<file path="src/common/dmem_params.svh">
// Width settings for the data-memory subsystem.
// Include wherever an address or data width is needed.

`ifndef DMEM_PARAMS_SVH
`define DMEM_PARAMS_SVH

// ======================================================================
// address widths
// ======================================================================

// byte address seen at the top level, 12 bits gives 4 KiB
`define DMEM_ADDR_W 12

// word address into the SRAM, low two byte-offset bits dropped
`define DMEM_WORD_ADDR_W (`DMEM_ADDR_W - 2)

// ======================================================================
// data width
// ======================================================================

`define DMEM_DATA_W 32

`endif

</file>
<file path="src/common/dmem_pkg.sv">
// Shared types for the data-memory subsystem.
// Referenced by scoped name from the aligner, the SRAM bus and the top.

`default_nettype none

`include "dmem_params.svh"

package dmem_pkg;

	// ======================================================================
	// memory opcodes
	// ======================================================================

	// loads first, then stores
	// bit 2 set with low bits >= 01 marks a store
	typedef enum logic [2:0] {
		LB  = 3'd0,
		LH  = 3'd1,
		LW  = 3'd2,
		LBU = 3'd3,
		LHU = 3'd4,
		SB  = 3'd5,
		SH  = 3'd6,
		SW  = 3'd7
	} mem_op_e;

	// ======================================================================
	// data types
	// ======================================================================

	// one memory word
	typedef logic [`DMEM_DATA_W-1:0] word_t;

	// one write-enable bit per byte lane
	typedef logic [`DMEM_DATA_W/8-1:0] strb_t;

endpackage

`default_nettype wire

</file>
<file path="src/common/sram_if.sv">
// Bus between the load/store aligner and the single-port SRAM.
// The aligner takes the ctrl side, the SRAM the mem side.

`default_nettype none

`include "dmem_params.svh"

interface sram_if;

	// access enable, one per request
	logic                         en;
	// byte-lane write strobes, all clear for a read
	dmem_pkg::strb_t              we;
	// word address
	logic [`DMEM_WORD_ADDR_W-1:0] addr;
	// write word, already steered into lanes
	dmem_pkg::word_t              wdata;
	// read word, valid the cycle after en
	dmem_pkg::word_t              rdata;

	// requester side
	modport ctrl (output en, output we, output addr, output wdata, input rdata);

	// memory side
	modport mem (input en, input we, input addr, input wdata, output rdata);

endinterface

`default_nettype wire

</file>
<file path="src/lsu_align.sv">
// Load/store aligner in front of the data SRAM.
// Requests go straight to the SRAM bus, load results come back one
// cycle later, lane-selected and extended.

`default_nettype none

`include "dmem_params.svh"

module lsu_align (
	input  logic                    clk,
	input  logic                    rst,
	input  logic                    req,
	input  dmem_pkg::mem_op_e       op,
	input  logic [`DMEM_ADDR_W-1:0] addr,
	input  dmem_pkg::word_t         wdata,
	output dmem_pkg::word_t         rdata,
	output logic                    rdata_valid,
	output logic                    misaligned,
	sram_if.ctrl                    mem
);

	// access size, 0 byte, 1 halfword, 2 word
	logic [1:0]      size_c;
	logic            is_load_c;
	logic            is_signed_c;
	logic            mis_c;
	logic            acc_c;
	dmem_pkg::strb_t strb_base;
	dmem_pkg::word_t wdata_steer;

	// response stage
	logic            load_q;
	logic            mis_q;
	logic            signed_q;
	logic [1:0]      size_q;
	logic [1:0]      off_q;
	dmem_pkg::word_t lane_word;

	// ======================================================================
	// opcode decode
	// ======================================================================

	always_comb
	begin
		size_c      = 2'd2;
		is_load_c   = 1'b1;
		is_signed_c = 1'b0;
		case (op)
			dmem_pkg::LB:  begin size_c = 2'd0; is_signed_c = 1'b1; end
			dmem_pkg::LH:  begin size_c = 2'd1; is_signed_c = 1'b1; end
			dmem_pkg::LW:  size_c = 2'd2;
			dmem_pkg::LBU: size_c = 2'd0;
			dmem_pkg::LHU: size_c = 2'd1;
			dmem_pkg::SB:  begin size_c = 2'd0; is_load_c = 1'b0; end
			dmem_pkg::SH:  begin size_c = 2'd1; is_load_c = 1'b0; end
			dmem_pkg::SW:  begin size_c = 2'd2; is_load_c = 1'b0; end
			default:       size_c = 2'd2;
		endcase
	end

	// halfword needs bit 0 clear, word needs both low bits clear
	assign mis_c = ((size_c == 2'd1) && addr[0]) ||
	               ((size_c == 2'd2) && (addr[1:0] != 2'b00));

	// aligned request reaches the SRAM
	assign acc_c = req && !mis_c;

	// ======================================================================
	// store lane steering
	// ======================================================================

	always_comb
	begin
		case (size_c)
			2'd0:    strb_base = 4'b0001;
			2'd1:    strb_base = 4'b0011;
			default: strb_base = 4'b1111;
		endcase
	end

	// replicate into every lane, strobes pick the right ones
	always_comb
	begin
		case (size_c)
			2'd0:    wdata_steer = {4{wdata[7:0]}};
			2'd1:    wdata_steer = {2{wdata[15:0]}};
			default: wdata_steer = wdata;
		endcase
	end

	assign mem.en    = acc_c;
	assign mem.addr  = addr[`DMEM_ADDR_W-1:2];
	assign mem.wdata = wdata_steer;
	// loads keep all strobes low
	assign mem.we    = (acc_c && !is_load_c) ? dmem_pkg::strb_t'(strb_base << addr[1:0]) : '0;

	// ======================================================================
	// response stage
	// ======================================================================

	// control flags
	always_ff @(posedge clk or posedge rst)
	begin
		if (rst)
		begin
			load_q <= 1'b0;
			mis_q  <= 1'b0;
		end
		else
		begin
			load_q <= acc_c && is_load_c;
			mis_q  <= req && mis_c;
		end
	end

	// load shape, only looked at when load_q is set
	always_ff @(posedge clk)
	begin
		signed_q <= is_signed_c;
		size_q   <= size_c;
		off_q    <= addr[1:0];
	end

	// addressed lanes moved down to bit 0
	assign lane_word = mem.rdata >> {off_q, 3'b000};

	// sign or zero extension
	always_comb
	begin
		case (size_q)
			2'd0:
				rdata = {{(`DMEM_DATA_W-8){signed_q && lane_word[7]}}, lane_word[7:0]};
			2'd1:
				rdata = {{(`DMEM_DATA_W-16){signed_q && lane_word[15]}}, lane_word[15:0]};
			default:
				rdata = lane_word;
		endcase
	end

	assign rdata_valid = load_q;
	assign misaligned  = mis_q;

endmodule

`default_nettype wire

</file>
<file path="src/flat_wrapper.sv">
// flat-port wrapper written by rule: the top's interface ports become plain ports
module lsu_align_flat 
  (clk, rst, req, op, addr, wdata, rdata, rdata_valid, misaligned, mem_en, mem_we, mem_addr, mem_wdata, mem_rdata);
  sram_if mem_i ();
  input  logic clk;
  input  logic rst;
  input  logic req;
  input  dmem_pkg::mem_op_e op;
  input  logic [`DMEM_ADDR_W-1:0] addr;
  input  dmem_pkg::word_t wdata;
  output dmem_pkg::word_t rdata;
  output logic rdata_valid;
  output logic misaligned;
  output wire logic [$bits(mem_i.en)-1:0] mem_en;
  output wire logic [$bits(mem_i.we)-1:0] mem_we;
  output wire logic [$bits(mem_i.addr)-1:0] mem_addr;
  output wire logic [$bits(mem_i.wdata)-1:0] mem_wdata;
  input wire logic [$bits(mem_i.rdata)-1:0] mem_rdata;
  assign mem_en = mem_i.en;
  assign mem_we = mem_i.we;
  assign mem_addr = mem_i.addr;
  assign mem_wdata = mem_i.wdata;
  assign mem_i.rdata = mem_rdata;
  lsu_align u_core (.clk(clk), .rst(rst), .req(req), .op(op), .addr(addr), .wdata(wdata), .rdata(rdata), .rdata_valid(rdata_valid), .misaligned(misaligned), .mem(mem_i));
endmodule
</file>
<file path="config.mk">
export PLATFORM = sky130hd
export DESIGN_NAME = lsu_align_flat
export DESIGN_NICKNAME = d
export VERILOG_FILES = /design/src/common/dmem_pkg.sv /design/src/common/sram_if.sv /design/src/lsu_align.sv /design/src/flat_wrapper.sv
export VERILOG_INCLUDE_DIRS = /design/src /design/src/common
export SDC_FILE = /design/constraint.sdc
export NUM_CORES = 1
export LEC_CHECK = 0
export BUFFER_PORTS_ARGS = -buffer_cell sky130_fd_sc_hd__buf_2
export CAP_MARGIN = 20
export CORE_MARGIN = 1.5
export CORE_UTILIZATION = 33
export DETAILED_ROUTE_END_ITERATION = 10
export PLACE_DENSITY = 0.78
export REMOVE_ABC_BUFFERS = 1
export SETUP_SLACK_MARGIN = 0.05
export SYNTH_ARGS = -nofsm -noshare
export SYNTH_HDL_FRONTEND = slang
export SYNTH_SLANG_ARGS = --single-unit
export TNS_END_PERCENT = 20
</file>
<file path="constraint.sdc">
create_clock -name clk -period 2.04 [get_ports clk]
set_clock_uncertainty 0.05 [all_clocks]
set_input_delay 0.408 -clock clk [delete_from_list [all_inputs] [get_ports clk]]
set_output_delay 0.408 -clock clk [all_outputs]
set_load 0.05 [all_outputs]
</file>
==> reports/results.ini, run 1 <==
[finish]
final_nets = 450
diodes = 0
final_area_mm2 = 0.00303
drive_gt1_share_pct = 67.3
area_growth_pct = 85.3
fillerInstances = 382
final_core_util_pct = 63.7

[logic_synthesis]
ys_seq_area_share_pct = 9.18
synth_top_family_by_area = simple AND/OR/NAND/NOR gates
ys.flop_type = dfxtp_1
yosysWarnings = 0
synth_top_area_cell = mux2_2
synth_edf_count = 0
netlist_top_cells_area = mux2_2 (16%), buf_4 (9.6%), a211oi_1 (6.4%)
synth_top_cell_area_share_pct = 15.8
netlist_instances = 218
synth.distinct_cells = 38
postSynth.asyncResetShare_pct = 28.6
netlist_area_mm2 = 0.00164
yosys.area_share.simple_pct = 25.1
synth-xor-area-share_pct = 2.60
ys_ff_latch = 7
synthAdderAreaFrac_pct = 0
synth_compound_area_share_pct = 24.0
postSynthAreaPerCell_um2 = 7.50
muxShareOfSynthArea_pct = 23.0

[status]
status = finished, violations left
failed_checks = negative setup slack

[clocking]
clockBufferDepth = 2
cts_tree = done
htree_levels = 1
cts_buffers = 3
clkTransAtPathRegs_ns = 0.04
cts_sinks = 7
cts-root-buf = clkbuf_8

[power]
pwr-share-comb_pct = 79.0
switchingPower_uw = 842
seq_power_share_pct = 9.4
irDropWorstVdd_mv = 0.304
p_sw_share_pct = 52.1
cellPowerDensity_mw_per_mm2 = 533
p_clk_share_pct = 11.6
p_int_uw = 773
p_leak_nw = 1.54

[min_path]
whs_path_depth = 1
hold_path_end = u_core.off_q[1]
min_from = addr[1]
hold_path.class = input pin to flop

[place]
hpwl_um = 4240
routabilityCongestion = 0.809
place_ws_ns = -0.185
dpl_cell_area_mm2 = 0.00243
portBuffers = 142

[detailed_routing]
drcViolationCount = 0
first_pass_iters = 4
wire_per_inst_um = 13.6
routed_wl_um = 5910
via_count = 2152
first_iter_violations = 65
drt-vias-per-instance = 4.96
antenna_left = 0

[sta]
finalSetupViolCount = 38
period_minus_slack_ns = 2.19
whs_ns = 0.348
worstMarginPinSlew_ns = 0.293
relSlewSlack_pct = 80.4
fin_ws_ns = -0.153
hold_viol_final = 0
clock.fmax_mhz = 456
finalMaxSlewViolations = 0
fin_tns_setup_ns = -3.50
rsz0062_at_grt = true
finalCritPeriodShare_pct = 108

[floorplan]
die_y_um = 73.4
die_area_mm2 = 0.00539
design.core.area_mm2 = 0.00475
die_w_um = 73.4
num_rows = 25
io_pins = 163
start_util_pct = 34.4

[worst_setup_path]
crit_fanout = 7
criticalPathCategory = flop to output pin
cpMostUsedCell = buf_6
start_kind = flop
cp.arrival_ns = 1.74
slowest_delay_ns = 0.34
critPathSlowestCell = dfxtp_2
end_kind = output pin
crit_required_ns = 1.58
crit_chain = mux2_4 -> a32o_2 -> a21oi_4 -> buf_6 -> buf_12 -> nand2_2 -> buf_6

[job]
cap_violations = 0

[grt]
gr-usage-all-layers_pct = 20.4
grt_max_degree = 30
gr-total-overflow = 0
grt_pass1_vias = 2153
antenna_found_initial = 0
grt_pass1_wl_um = 8940

synthesized netlist by cell type, drive strengths merged, types with 2 or more instances:
| library cell | n |
|---|---|
| a211oi | 15 |
| a21o | 8 |
| a21oi | 15 |
| a22o | 8 |
| and2 | 2 |
| and3 | 2 |
| buf | 31 |
| clkbuf | 4 |
| dfrtp | 2 |
| dfxtp | 5 |
| inv | 4 |
| mux2 | 26 |
| mux2i | 8 |
| nand2 | 34 |
| nor2 | 24 |
| nor2b | 11 |
| nor3 | 3 |
| o21ai | 3 |
| xor2 | 4 |
per-layer routing:
metal	global-route usage [%]	vias to the layer above	wire length (µm)
met3	4.66	4	492
met2	41.3	116	3120
met5	0	-	0
met1	21.0	980	2260
met4	3.91	0	34
li1	-	1052	-
critical path, delay by kind of cell (launching register included):
kind            cells  cell delay [ns]
compound gates      2             0.40
buf+inv             3             0.39
flops               1             0.34
mux                 1             0.32
simple gates        1             0.06
through the flow:
stage | power (mW) | cells
after global routing | 1.69 | 434
after detailed placement | 1.20 | 423
after CTS | 1.58 | 434
after floorplan | 0.858 | 183
after global placement | 1.19 | 423
final | 1.62 | 434
placed cells by master (no fill, tap or decap), types with 2 or more instances in the layout:
cell type / netlist / final
buf_2: 6 / 88
buf_6: 4 / 49
buf_4: 21 / 34
mux2_2: 23 / 22
nor2_1: 22 / 20
nand2_1: 24 / 19
nand2_2: 10 / 14
a211oi_1: 14 / 12
a21oi_1: 14 / 12
nor2b_1: 11 / 11
a22o_1: 8 / 8
a21o_1: 8 / 8
inv_1: 4 / 4
mux2i_4: 0 / 4
dfxtp_1: 5 / 4
nor2_4: 1 / 3
xor2_1: 3 / 3
mux2i_2: 0 / 3
clkbuf_8: 0 / 3
buf_8: 0 / 3
mux2_4: 1 / 2
a21oi_2: 0 / 2
and3_1: 2 / 2
nor3_2: 0 / 2
o21ai_0: 3 / 2
and2_1: 2 / 2
mux2_1: 2 / 2
a211oi_2: 0 / 2
clkbuf_4: 0 / 2
buf_12: 0 / 2
dfrtp_1: 2 / 2
worst max-delay path by stage:
stage                         start       endpoint  depth (start not counted)
global placement              op[0]   mem_wdata[8]                          6
floorplan           u_core.off_q[1]      rdata[28]                          4
detailed placement            op[0]  mem_wdata[11]                          6
global route        u_core.off_q[1]      rdata[19]                          7
CTS                 u_core.off_q[1]      rdata[18]                          7
finish              u_core.off_q[1]      rdata[19]                          7
flip-flops by register name (all words and copies together), names as in the netlist:
register / flops
u_core.rdata_valid: 1
u_core.signed_q: 1
u_core.size_q: 2
u_core.misaligned: 1
u_core.off_q: 2
layout make-up:
cell class,count,area [µm²],share of cell area (%)
multi-input combinational,173,1380,45.5
timing repair buffer,179,1360,44.8
sequential,7,151,5.00
tap,67,83.8,2.77
clock buffer,4,45.0,1.49
inverter,4,15.0,0.495
power groups by stage:
stage                     Clock [mW]  Sequential, mW  Combinational [mW]
after detailed placement           0           0.154                1.05
after global placement             0           0.154                1.04
after floorplan                    0           0.178               0.680
final                          0.187           0.152                1.28
after CTS                      0.192           0.152                1.24
after global routing           0.200           0.153                1.34
timing repair:
item	CTS	global route
setup buffers	4	1
gates resized for setup	123	25
setup endpoints to repair	49	57
hold buffers	1	0
pin swaps	7	7
gates cloned	2	0
hold endpoints to repair	2	0
kinds of logic (layout without fill, tap and decap cells):
group           after synthesis  after routing
simple gates                 81             82
compound gates               53             53
buf+inv                      39            187
mux                          34             34
flops                         7              7
xor+xnor                      4              4
Note: power is estimated with default switching activity, not from simulation.
==> run 2, diff against run 1 <==
PLACE_DENSITY = 0.88   (was 0.78)
==> reports/results.ini, run 2 (synthesis results as in run 1) <==
[power]
irDropWorstVdd_mv = 0.362
p_leak_nw = 1.59
cellPowerDensity_mw_per_mm2 = 536

[min_path]
hold_path_end = u_core.off_q[1]
hold_path.class = input pin to flop
min_from = addr[1]
whs_path_depth = 1

[grt]
antenna_found_initial = 0
grt_pass1_vias = 2135
gr-usage-all-layers_pct = 21.8
grt_max_degree = 30
grt_pass1_wl_um = 9290
gr-total-overflow = 0

[detailed_routing]
via_count = 2232
wire_per_inst_um = 14.9
first_pass_iters = 4
first_iter_violations = 46
drt-vias-per-instance = 5.14
antenna_left = 0
drcViolationCount = 0
routed_wl_um = 6480

[sta]
fin_tns_setup_ns = -4.52
worstMarginPinSlew_ns = 0.346
relSlewSlack_pct = 76.9
fin_ws_ns = -0.200
period_minus_slack_ns = 2.24
finalMaxSlewViolations = 0
finalCritPeriodShare_pct = 110
clock.fmax_mhz = 446
whs_ns = 0.345
finalSetupViolCount = 34
rsz0062_at_grt = true
hold_viol_final = 0

[floorplan]
io_pins = 163
num_rows = 25
die_w_um = 73.4
start_util_pct = 34.4
design.core.area_mm2 = 0.00475
die_area_mm2 = 0.00539
die_y_um = 73.4

[clocking]
clockBufferDepth = 2
cts_tree = done
cts_sinks = 7
clkTransAtPathRegs_ns = 0.04
cts-root-buf = clkbuf_8
cts_buffers = 3
htree_levels = 1

[worst_setup_path]
cp.arrival_ns = 1.78
criticalPathCategory = flop to output pin
crit_fanout = 7
crit_required_ns = 1.58
start_kind = flop
end_kind = output pin

[status]
status = finished, violations left
failed_checks = negative setup slack

[finish]
layout_common_cells = buf_2 (86), buf_6 (47), buf_4 (38), nand2_1 (19), nor2_1 (18)
drive_gt1_share_pct = 65.9
final_common_cell = buf_2
fillerInstances = 380
layout.cells.non_filler = 434
area_growth_pct = 85.1
final_nets = 450
diodes = 0
reg_top3 = u_core.off_q (2), u_core.size_q (2)

[job]
cap_violations = 0

[place]
place_ws_ns = -0.161
place_inst = 421
routabilityCongestion = 0.843
hpwl_um = 4360
portBuffers = 142

[run 2: changes by cell type in the layout (fill, tap and decap cells not counted), sizes merged]
cell / delta
buf: +2
nor2: -1
clkbuf: -1
[run 2: per-stage QoR]
stage	power, mW	utilization, %	instance area [µm²]
after detailed placement	1.21	51.3	2440
after CTS	1.60	62.8	2980
final	1.62	63.7	3030
after floorplan	0.858	-	1390
after global placement	1.19	51.3	2440
after global routing	1.69	63.7	3030
[run 2: metal layers]
layer / share of wire, % / routed length [µm] / vias up / track usage [%]
li1: - / - / 1051 / -
met1: 35 / 2250 / 1029 / 20.7
met2: 55 / 3590 / 134 / 44.8
met3: 7.9 / 514 / 18 / 5.08
met4: 1.9 / 125 / 0 / 7.20
met5: 0 / 0 / - / 0
[run 2: worst max-delay path by stage]
| stage | from | to | slack (ns) |
|---|---|---|---|
| floorplan | u_core.off_q[1] | rdata[28] | -0.79 |
| global placement | op[0] | mem_wdata[12] | -0.13 |
| detailed placement | op[0] | mem_wdata[10] | -0.16 |
| CTS | u_core.off_q[1] | rdata[17] | -0.20 |
| global route | u_core.off_q[1] | rdata[23] | -0.25 |
| finish | u_core.off_q[1] | rdata[21] | -0.20 |
[run 2: repair_timing]
action	in CTS	in global routing
buffers inserted	8	0
resized for setup	125	19
endpoints found under the hold margin	2	0
pin swaps	5	3
gates cloned	1	0
hold buffers	1	0
endpoints found under the setup margin	56	56
[run 2: cell type report]
type	instances	area, µm²	share of cell area, %
Multi-Input combinational cell	172	1330	43.9
Clock buffer	4	45.0	1.49
Inverter	4	15.0	0.496
Timing Repair Buffer	180	1400	46.3
Sequential cell	7	154	5.08
Tap cell	67	83.8	2.77
[run 2: worst max-delay path, cell delays in order (launching register included)]
cell and delay [ns]:
dfxtp_4 0.37, mux2_4 0.31, a32o_2 0.25, a21oi_4 0.18
buf_12 0.13, buf_16 0.12, nand2_2 0.05, buf_6 0.15
[run 2: where the power goes]
part	total [mW]	switching (mW)	internal, mW
clock	0.188	0.0535	0.135
sequential	0.152	0.00529	0.147
combinational	1.28	0.787	0.494
total	1.62	0.846	0.775
